--- src/common/pixel_pkg.sv ---
package pixel_pkg;

	localparam int channel_w = 8;

	// one colour channel
	typedef logic [channel_w-1:0] channel_t;

	// 24-bit rgb pixel, red in the high byte
	typedef struct packed {
		channel_t red;
		channel_t green;
		channel_t blue;
	} pixel_t;

	// value 3 is illegal
	typedef enum logic [1:0] {
		color_red   = 2'd0,
		color_green = 2'd1,
		color_blue  = 2'd2
	} color_sel_e;

endpackage

--- src/common/ctrl_pkg.sv ---
package ctrl_pkg;

	import pixel_pkg::*;

	// code 3 reserved, was divide
	typedef enum logic [1:0] {
		op_add = 2'd0,
		op_sub = 2'd1,
		op_mul = 2'd2
	} alu_op_e;

	typedef struct packed {
		alu_op_e    op;
		color_sel_e color;
		channel_t   scalar;
	} alu_cmd_t;

	// master side of axi4-lite
	typedef struct packed {
		logic [7:0]  awaddr;
		logic        awvalid;
		logic [31:0] wdata;
		logic [3:0]  wstrb;
		logic        wvalid;
		logic        bready;
		logic [7:0]  araddr;
		logic        arvalid;
		logic        rready;
	} axil_req_t;

	// slave side
	typedef struct packed {
		logic        awready;
		logic        wready;
		logic [1:0]  bresp;
		logic        bvalid;
		logic        arready;
		logic [31:0] rdata;
		logic [1:0]  rresp;
		logic        rvalid;
	} axil_rsp_t;

	localparam logic [1:0] resp_okay   = 2'b00;
	localparam logic [1:0] resp_slverr = 2'b10;

	// register map
	localparam logic [7:0] addr_pixel_base  = 8'h00; // lane k at +4k
	localparam logic [7:0] addr_ctrl        = 8'h20;
	localparam logic [7:0] addr_status      = 8'h24;
	localparam logic [7:0] addr_result_base = 8'h40;

	// ctrl fields
	localparam int ctrl_scalar_lsb = 0;
	localparam int ctrl_op_lsb     = 8;
	localparam int ctrl_color_lsb  = 10;

	// status fields
	localparam int status_done_bit  = 0;
	localparam int status_carry_lsb = 8;

endpackage

--- src/vector_alu/lane_alu.sv ---
`timescale 1ns/1ps

module lane_alu import pixel_pkg::*, ctrl_pkg::*; (
	input  pixel_t   pixel,
	input  alu_cmd_t cmd,
	output pixel_t   result,
	output logic     carry
);

	channel_t chan;
	channel_t chan_res;
	logic [8:0] sum;
	logic [8:0] diff;
	logic [15:0] prod;

	// pick the channel to work on
	always_comb begin
		case (cmd.color)
			color_red:   chan = pixel.red;
			color_green: chan = pixel.green;
			default:     chan = pixel.blue;
		endcase
	end

	assign sum  = {1'b0, chan} + {1'b0, cmd.scalar};
	assign diff = {1'b0, chan} - {1'b0, cmd.scalar}; // bit 8 is the borrow
	assign prod = chan * cmd.scalar;

	always_comb begin
		case (cmd.op)
			op_add: begin
				chan_res = sum[7:0];
				carry    = sum[8];
			end
			op_sub: begin
				chan_res = diff[7:0];
				carry    = diff[8];
			end
			op_mul: begin
				chan_res = prod[7:0];
				carry    = |prod[15:8]; // high byte lost
			end
			default: begin
				chan_res = chan;
				carry    = 1'b0;
			end
		endcase
	end

	// merge back, other channels untouched
	always_comb begin
		result = pixel;
		case (cmd.color)
			color_red:   result.red = chan_res;
			color_green: result.green = chan_res;
			default:     result.blue = chan_res;
		endcase
	end

endmodule

--- src/vector_alu/vector_alu.sv ---
`timescale 1ns/1ps

module vector_alu import pixel_pkg::*, ctrl_pkg::*; #(
	parameter int lanes = 8
) (
	input  logic               clk,
	input  logic               rst_n,
	input  alu_cmd_t           cmd,
	input  pixel_t [lanes-1:0] pixels,
	input  logic               start,
	output pixel_t [lanes-1:0] results,
	output logic [lanes-1:0]   carry,
	output logic               done
);

	pixel_t [lanes-1:0] lane_res;
	logic [lanes-1:0] lane_carry;

	for (genvar i = 0; i < lanes; i++) begin : g_lane
		lane_alu u_lane (
			.pixel  (pixels[i]),
			.cmd    (cmd),
			.result (lane_res[i]),
			.carry  (lane_carry[i])
		);
	end

	// single result stage, a new start every cycle is fine
	always_ff @(posedge clk) begin
		if (!rst_n) begin
			results <= '0;
			carry   <= '0;
			done    <= 1'b0;
		end else begin
			done <= start;
			if (start) begin
				results <= lane_res;
				carry   <= lane_carry;
			end
		end
	end

	// done exactly one cycle after start, never on its own
	a_done_timing: assert property (
		@(posedge clk) disable iff (!rst_n)
		done == $past(start)
	);

	// register block filters the reserved op
	a_no_reserved_op: assert property (
		@(posedge clk) disable iff (!rst_n)
		start |-> cmd.op inside {op_add, op_sub, op_mul}
	);

endmodule

--- src/rtl/alu_regs.sv ---
`timescale 1ns/1ps

module alu_regs import pixel_pkg::*, ctrl_pkg::*; #(
	parameter int lanes = 8
) (
	input  logic               clk,
	input  logic               rst_n,
	input  axil_req_t          axil_req,
	output axil_rsp_t          axil_rsp,
	output alu_cmd_t           cmd,
	output pixel_t [lanes-1:0] pixels,
	output logic               start,
	input  pixel_t [lanes-1:0] results,
	input  logic [lanes-1:0]   carry,
	input  logic               done
);

	logic aw_ready_q;
	logic b_valid_q;
	logic [1:0] b_resp_q;
	logic ar_ready_q;
	logic r_valid_q;
	logic [1:0] r_resp_q;
	logic [31:0] r_data_q;
	logic done_q;

	logic wr_fire;
	logic rd_fire;
	logic [2:0] wr_idx;
	logic [2:0] rd_idx;
	logic wr_pixel;
	logic wr_ctrl;
	logic [1:0] wr_op;
	logic [1:0] wr_color;
	logic [31:0] rd_data;
	logic rd_err;
	logic [7:0] carry_byte;

	assign axil_rsp = '{
		awready: aw_ready_q,
		wready:  aw_ready_q,
		bresp:   b_resp_q,
		bvalid:  b_valid_q,
		arready: ar_ready_q,
		rdata:   r_data_q,
		rresp:   r_resp_q,
		rvalid:  r_valid_q
	};

	assign wr_fire = aw_ready_q && axil_req.awvalid && axil_req.wvalid;
	assign rd_fire = ar_ready_q && axil_req.arvalid;

	// write decode
	assign wr_idx   = axil_req.awaddr[4:2];
	assign wr_op    = axil_req.wdata[ctrl_op_lsb +: 2];
	assign wr_color = axil_req.wdata[ctrl_color_lsb +: 2];
	assign wr_pixel = axil_req.awaddr[1:0] == 2'b00
		&& axil_req.awaddr[7:5] == addr_pixel_base[7:5]
		&& int'(wr_idx) < lanes;
	assign wr_ctrl = axil_req.awaddr == addr_ctrl
		&& wr_op != 2'd3 && wr_color != 2'd3; // reject reserved codes

	// write channel, command and sticky done
	always_ff @(posedge clk) begin
		if (!rst_n) begin
			aw_ready_q <= 1'b0;
			b_valid_q  <= 1'b0;
			b_resp_q   <= resp_okay;
			cmd        <= '0;
			start      <= 1'b0;
			done_q     <= 1'b0;
		end else begin
			aw_ready_q <= axil_req.awvalid && axil_req.wvalid && !b_valid_q && !aw_ready_q;
			start      <= 1'b0;
			if (done)
				done_q <= 1'b1;
			if (wr_fire) begin
				b_valid_q <= 1'b1;
				b_resp_q  <= (wr_pixel || wr_ctrl) ? resp_okay : resp_slverr;
				if (wr_ctrl) begin
					cmd <= '{
						op:     alu_op_e'(wr_op),
						color:  color_sel_e'(wr_color),
						scalar: axil_req.wdata[ctrl_scalar_lsb +: 8]
					};
					start  <= 1'b1;
					done_q <= 1'b0; // new command wins over a late done
				end
			end else if (b_valid_q && axil_req.bready) begin
				b_valid_q <= 1'b0;
			end
		end
	end

	// pixel slots with byte strobes per channel
	always_ff @(posedge clk) begin
		if (wr_fire && wr_pixel) begin
			for (int b = 0; b < 3; b++) begin
				if (axil_req.wstrb[b])
					pixels[wr_idx][8*b +: 8] <= axil_req.wdata[8*b +: 8];
			end
		end
	end

	assign rd_idx     = axil_req.araddr[4:2];
	assign carry_byte = 8'(carry);

	// read decode
	always_comb begin
		rd_data = '0;
		rd_err  = 1'b0;
		if (axil_req.araddr[1:0] != 2'b00) begin
			rd_err = 1'b1;
		end else if (axil_req.araddr[7:5] == addr_pixel_base[7:5]) begin
			if (int'(rd_idx) < lanes)
				rd_data[23:0] = pixels[rd_idx];
			else
				rd_err = 1'b1;
		end else if (axil_req.araddr == addr_ctrl) begin
			rd_data[ctrl_scalar_lsb +: 8] = cmd.scalar;
			rd_data[ctrl_op_lsb +: 2]     = cmd.op;
			rd_data[ctrl_color_lsb +: 2]  = cmd.color;
		end else if (axil_req.araddr == addr_status) begin
			rd_data[status_done_bit]       = done_q | done; // done pulse counts before it sticks
			rd_data[status_carry_lsb +: 8] = carry_byte;
		end else if (axil_req.araddr[7:5] == addr_result_base[7:5]) begin
			if (int'(rd_idx) < lanes)
				rd_data[23:0] = results[rd_idx];
			else
				rd_err = 1'b1;
		end else begin
			rd_err = 1'b1;
		end
	end

	// read channel with rdata captured at the address handshake
	always_ff @(posedge clk) begin
		if (!rst_n) begin
			ar_ready_q <= 1'b0;
			r_valid_q  <= 1'b0;
			r_resp_q   <= resp_okay;
			r_data_q   <= '0;
		end else begin
			ar_ready_q <= axil_req.arvalid && !r_valid_q && !ar_ready_q;
			if (rd_fire) begin
				r_valid_q <= 1'b1;
				r_resp_q  <= rd_err ? resp_slverr : resp_okay;
				r_data_q  <= rd_data;
			end else if (r_valid_q && axil_req.rready) begin
				r_valid_q <= 1'b0;
			end
		end
	end

	// held responses must not move until taken
	a_b_hold: assert property (
		@(posedge clk) disable iff (!rst_n)
		b_valid_q && !axil_req.bready |=> b_valid_q && $stable(b_resp_q)
	);

	a_r_hold: assert property (
		@(posedge clk) disable iff (!rst_n)
		r_valid_q && !axil_req.rready |=> r_valid_q && $stable(r_data_q) && $stable(r_resp_q)
	);

	// eight slots in the map
	a_lanes_range: assert property (
		@(posedge clk) lanes >= 1 && lanes <= 8
	);

endmodule

--- src/rtl/pixel_alu_top.sv ---
`timescale 1ns/1ps

module pixel_alu_top import pixel_pkg::*, ctrl_pkg::*; #(
	parameter int lanes = 8
) (
	input  logic      clk,
	input  logic      rst_n,
	input  axil_req_t axil_req,
	output axil_rsp_t axil_rsp
);

	alu_cmd_t cmd;
	pixel_t [lanes-1:0] pixels;
	pixel_t [lanes-1:0] results;
	logic [lanes-1:0] carry;
	logic start;
	logic done;

	alu_regs #(
		.lanes (lanes)
	) u_regs (
		.clk      (clk),
		.rst_n    (rst_n),
		.axil_req (axil_req),
		.axil_rsp (axil_rsp),
		.cmd      (cmd),
		.pixels   (pixels),
		.start    (start),
		.results  (results),
		.carry    (carry),
		.done     (done)
	);

	// one cycle from start to results
	vector_alu #(
		.lanes (lanes)
	) u_alu (
		.clk     (clk),
		.rst_n   (rst_n),
		.cmd     (cmd),
		.pixels  (pixels),
		.start   (start),
		.results (results),
		.carry   (carry),
		.done    (done)
	);

endmodule

--- config.mk ---
export PLATFORM = sky130hd
export DESIGN_NAME = pixel_alu_top
export DESIGN_NICKNAME = d
export VERILOG_FILES = /design/src/common/pixel_pkg.sv /design/src/common/ctrl_pkg.sv /design/src/vector_alu/lane_alu.sv /design/src/vector_alu/vector_alu.sv /design/src/rtl/alu_regs.sv /design/src/rtl/pixel_alu_top.sv
export SDC_FILE = /design/constraint.sdc
export NUM_CORES = 2
export LEC_CHECK = 0
export ABC_AREA = 1
export BUFFER_PORTS_ARGS = -buffer_cell sky130_fd_sc_hd__buf_2
export CORE_MARGIN = 1
export CORE_UTILIZATION = 28
export CTS_CLUSTER_DIAMETER = 200
export DETAILED_ROUTE_END_ITERATION = 8
export GPL_TIMING_DRIVEN = 0
export SKIP_LAST_GASP = 1
export SLEW_MARGIN = 25
export SYNTH_ARGS = -nofsm -noshare
export SYNTH_HDL_FRONTEND = slang
export SYNTH_HIERARCHICAL = 1
export SYNTH_SLANG_ARGS = --single-unit
--- constraint.sdc ---
create_clock -name clk -period 6.2 [get_ports clk]
set_clock_uncertainty 0.1 [all_clocks]
set_input_delay 0 -clock clk [delete_from_list [all_inputs] [get_ports clk]]
set_output_delay 0 -clock clk [all_outputs]
set_load 0.01 [all_outputs]
* After elaboration in Yosys (flattened, before gate mapping) *
Cells that the tools add are included.

word-level totals
  register bits = 439
  input bits = 59
  output and inout port bits = 41
  logic and storage cells = 228

operators by class
  $add $sub $neg = 16
  multipliers = 8
  $lt $le $gt $ge = 3
  equality and inequality tests = 9
  mux-type cells = 90
  bitwise operators = 1
  reductions and logical operators = 39

operators by type and width
  kind                                                         number
  2-to-1 mux 192 bit                                           5
  bitwise mux 192 bit                                          3
  demux 24 bit (select 3 bit)                                  3
  2-to-1 mux 8 bit                                             27
  one-hot mux 8 bit (3 select lines)                           8
  binary-select mux 24 bit (select 3 bit)                      2
  2-to-1 mux 24 bit                                            6
  multiplier 8 x 8 -> 16 bit                                   8
  one-hot mux 8 bit (2 select lines)                           8
  adder 8 x 8 -> 9 bit                                         8
  subtractor 8 x 8 -> 9 bit                                    8
  OR reduction 8 bit                                           8
  == test 8 x 6 -> 1 bit (second input constant)               3
  2-to-1 mux 12 bit                                            2
  one-hot mux 1 bit (3 select lines)                           8
  2-to-1 mux 16 bit                                            1
  logical AND 1 bit                                            15
  2-to-1 mux 1 bit                                             14
  less-than comparator 3 x 4 -> 1 bit (second input constant)  2
  2-to-1 mux 7 bit                                             1
  zero test 2 bit                                              3
  zero test 3 bit                                              2
  nonzero test 2 bit                                           3
  == test 2 x 1 -> 1 bit (second input constant)               2
  10 further kinds                                             16

* Depth between registers and ports, before layout *
  depth in word-level cells = 12
  gate-level depth with buffers = 35
  depth with buffers taken out = 33

* Cells and area by module *
Netlist, hierarchy kept.

by module, submodules not included
  module                                  instances  cells an instance  area each (sq um)  sequential area each (sq um)
  alu_regs                                1          1,562              12,334.3           6,646.4
  lane_alu at u_alu.g_lane[4].u_lane ...  3          577                3,604.7            0.0
  vector_alu                              1          1,270              8,360.5            4,023.9
  lane_alu at u_alu.g_lane[1].u_lane      1          589                3,691.0            0.0
  lane_alu at u_alu.g_lane[3].u_lane      1          581                3,649.8            0.0
  lane_alu at u_alu.g_lane[2].u_lane      1          584                3,604.7            0.0
  lane_alu at u_alu.g_lane[0].u_lane      1          581                3,594.7            0.0
  lane_alu at u_alu.g_lane[7].u_lane      1          576                3,594.7            0.0

* Worst setup path before layout *
OpenSTA, ideal clock, no wires.

  kind = flip-flop to flip-flop
  from = register, netlist name u_regs/cmd[9]
  to = register, netlist name u_alu/results[23]
  setup time = 0.113 ns
  arrival = 5.349 ns
  data required time = 5.987 ns
  path slack = 0.638 ns
  cell stages (with the launch flop) = 27
  buffers on the path = 2
  period minus slack after synthesis = 5.562 ns
  cell sequence = dfxtp_1 > buf_6 > inv_2 > buf_4 > o22a_1 > o21a_2 > inv_2 > nor2_1 > fa_1 > fa_1 > inv_1 > fa_1 > fa_1 > inv_1 > ha_1 > nand2_1 > nand3_1 > or2_1 > nand3_1 > nand2_1 > nand3b_1 > nand3_1 > o21ai_1 > inv_1 > nand2_1 > nand2_1 > nor2_1

==> reports/metrics.json <==
{
  "yosys-top-cells-count": "2098 x nand2_1, 1258 x inv_1, 1068 x nor2_1",
  "reported_net_switching_power_mw": 1.79,
  "critical_path.n_buffers_inverters": 7,
  "final_antenna_net_count": 0,
  "final_net_count": 8452,
  "critPathRequiredTime_ns": 6.62,
  "hp-class": "in2reg",
  "synthArstFlopShare": 0,
  "power-per-cell-area_nw_per_um2": 126,
  "core_region_area_um2": 176000,
  "synth.yosys.warnings": 6,
  "finalMaxSlewViolations": 0,
  "final_design_area_no_fill_um2": 55700,
  "min_delay_path_depth": 8,
  "critPathTopFamily": "adder cells",
  "cell_int_power_mw": 5.21,
  "synth_cell_types": 61,
  "cts.htree.levels": 2,
  "finalHoldViolations": 0,
  "grt_max_degree": 34,
  "max_slew_margin": 0.195,
  "count_of_boundary_i_o_pins": 100,
  "i_o_buffers": 78,
  "number_of_enable_type_register_cells_in_the_synthesized_netlist": 192,
  "postRouteWirelength_mm": 229,
  "numClockSinks": 437,
  "dominantRegCellSynth": "dfxtp_1",
  "postSynthCellCount": 7474,
  "worstSkewPairLatency_ns": 0.64,
  "path_depth": 28,
  "layout_cell_share_with_drive_strength_beyond_1": 0.0867,
  "dr_total_vias": 49900,
  "rsz_0062_raised_after_global_routing": "yes",
  "dpl-instance-area_um2": 53300,
  "setup.worst_path.class": "reg2reg",
  "drt_first_pass_iters": 6,
  "switching_share": 0.255,
  "power.static_leakage_nw": 28.3,
  "synth.ff_latch_count": 437,
  "crit_path_start_kind": "flop",
  "crit_path_end_kind": "flop",
  "tightestPinTransition_ns": 1.21,
  "detail_route.vias_per_cell": 4.96,
  "die_h_um": 423,
  "timing.final.crit_share": 0.972,
  "dr.first_iter.drc_count": 5104,
  "fp.dieArea_um2": 179000,
  "seq_area_um2": 10700,
  "hold_slack_ns": 0.0441,
  "synth_top_area_cell": "nand2_1",
  "grt_pass1_vias": 48000,
  "max-vdd-ir-drop_v": 0.000183,
  "reg2regPathDepth": 28,
  "synth_area_um2": 49600,
  "grt_pass1_wl_mm": 328,
  "start_util": 0.282,
  "syn2layout_area_growth_pct": 12.1,
  "worst_path_most_repeated_cell": "nand2_1",
  "run_status": "finished clean",
  "setup_violations": 0,
  "fin_ws_ns": 0.171,
  "dp_hpwl_mm": 189,
  "tritoncts_clock_tree": "done",
  "drv_cap": 0,
  "floorplan.rows": 154,
  "num-fill-cells": 19500,
  "cts-buffers-inserted": 51,
  "power.total_mw": 7.00,
  "clk_path_buf_depth": 3,
  "ys_top_cells_by_area": "nand2_1 16%, fa_1 12%, edfxtp_1 12%, ha_1 10%, dfxtp_1 9.9%",
  "grt_remaining_overflow": 0,
  "clkTransAtPathRegs_ns": 0.06,
  "combPwrFrac": 0.078,
  "replace_congestion": 1.06,
  "share_seq_of_total_power": 0.428,
  "critical_path.max_fanout": 10,
  "synthMostInstantiatedCell": "nand2_1",
  "syn_area_per_cell_um2": 6.64,
  "detail_route.drc_violations": 0,
  "worst_ep_arrival_time_ns": 6.44,
  "min_period_ns": 6.03,
  "grt_antenna_before_repair": 14,
  "multiInputGateArea_um2": 32300,
  "die_width_um": 423,
  "seq_area_frac_synth": 0.215,
  "slowest_delay_ns": 0.55,
  "synth_top_cell_area_share": 0.159,
  "groute.usage.overall": 0.250,
  "share_clk_of_total_power": 0.494,
  "root_driver": "clkbuf_16",
  "critical-path-slowest-cell": "fa_1",
  "fmax_mhz": 166,
  "pre_cts_ws_ns": -0.0545,
  "routed_wire_length_per_instance_um": 22.8
}
cell usage in the layout (no fill, tap or decap), types with 12 or more instances in the layout:
cell and count:
nor2_1 1067, nand3_1 622, ha_1 416, inv_2 89, edfxtp_1 192, nor2_2 16
dfxtp_1 233, nor3_1 24, buf_4 56, clkbuf_16 55, buf_6 53, o21ai_0 158
inv_1 1254, nand2_1 2096, buf_2 160, dlygate4sd3_1 38, nand3b_1 37, or2_2 15
nand2_2 33, fa_1 304, o21a_2 38, dfxtp_4 12, nand4_1 70, o21ai_1 95
o21a_4 14, nor2_4 12, or2_1 20, a21oi_2 17, clkbuf_1 46, o22a_1 32
a21oi_1 236, clkinv_2 16
logic make-up (layout without fill, tap and decap cells):
family	count (synthesis)	after routing	share of synthesized area
other	1	12	0.0000755
xor gates and xnor gates	16	16	0.00282
adders and majority gates	720	720	0.227
and+or+nand+nor	4030	4030	0.336
DFF	437	437	0.215
AOI/OAI and AO/OA	668	668	0.0835
buffers and inverters	1602	1831	0.136
worst reg2reg max path, delay by kind of cell (launching register included):
kind	cells	cell delay (ns)
adder cells (fa/ha/maj)	5	2.39
AND/OR/NAND/NOR	15	1.85
buffers and inverters	7	0.98
flip-flops	1	0.43
AO/OA/AOI/OAI	1	0.16
flip-flops by register name, indices dropped and copies added (netlist names), 8 cells and up:
| register | cells |
|---|---|
| u_regs/cmd | 12 |
| u_regs/pixels | 192 |
| u_regs/r_data_q | 24 |
| u_alu/results | 192 |
| u_alu/carry | 8 |
routing by layer:
layer	global-route usage	part of all wire	up-vias
met5	0	0.00014	-
met4	0.133	0.062	6
met3	0.0214	0.061	376
met2	0.412	0.46	1923
met1	0.324	0.42	24000
li1	-	-	23600
worst paths after layout:
check,start,to,slack (ns)
setup reg to reg,u_regs/cmd[9],u_alu/results[39],0.17
setup / recovery,u_regs/cmd[9],u_alu/results[39],0.17
hold / removal,axil_req[9],u_regs/r_data_q[8],0.04
hold reg to reg,u_regs/r_data_q[19],u_regs/r_data_q[19],0.36
repair_timing:
action | CTS | global route
setup endpoints to repair | 3 | 13
endpoints found under the hold margin | 270 | 0
pin swaps | 0 | 1
resized for setup | 0 | 13
hold buffers | 38 | 0
buffers inserted | 6 | 3
metrics by stage:
step	instances	TNS, ns	util
floorplan	7483	0	-
global placement	9901	-111.74	0.301
detailed placement	9913	-0.154	0.303
CTS	10000	0	0.316
global route	10100	-0.132	0.316
finish	10100	0	0.316
power by group through the flow:
stage	Combinational (mW)	Clock [mW]	Sequential, mW
after floorplan	0.232	0	3.06
after global placement	0.511	0	3.06
after detailed placement	0.508	0	3.06
after CTS	0.527	3.48	2.99
after global routing	0.555	3.58	2.99
final	0.545	3.46	2.99
cell type report:
class / count / share of cell area
antenna: 2 / 0.0000899
multi-input combinational: 5444 / 0.580
sequential: 437 / 0.192
clock buffer: 67 / 0.0264
buffer: 232 / 0.0280
timing repair buffer: 137 / 0.0196
clock inverter: 25 / 0.00728
inverter: 1370 / 0.0930
tap: 2340 / 0.0526
(Power assumes the default switching activity.)
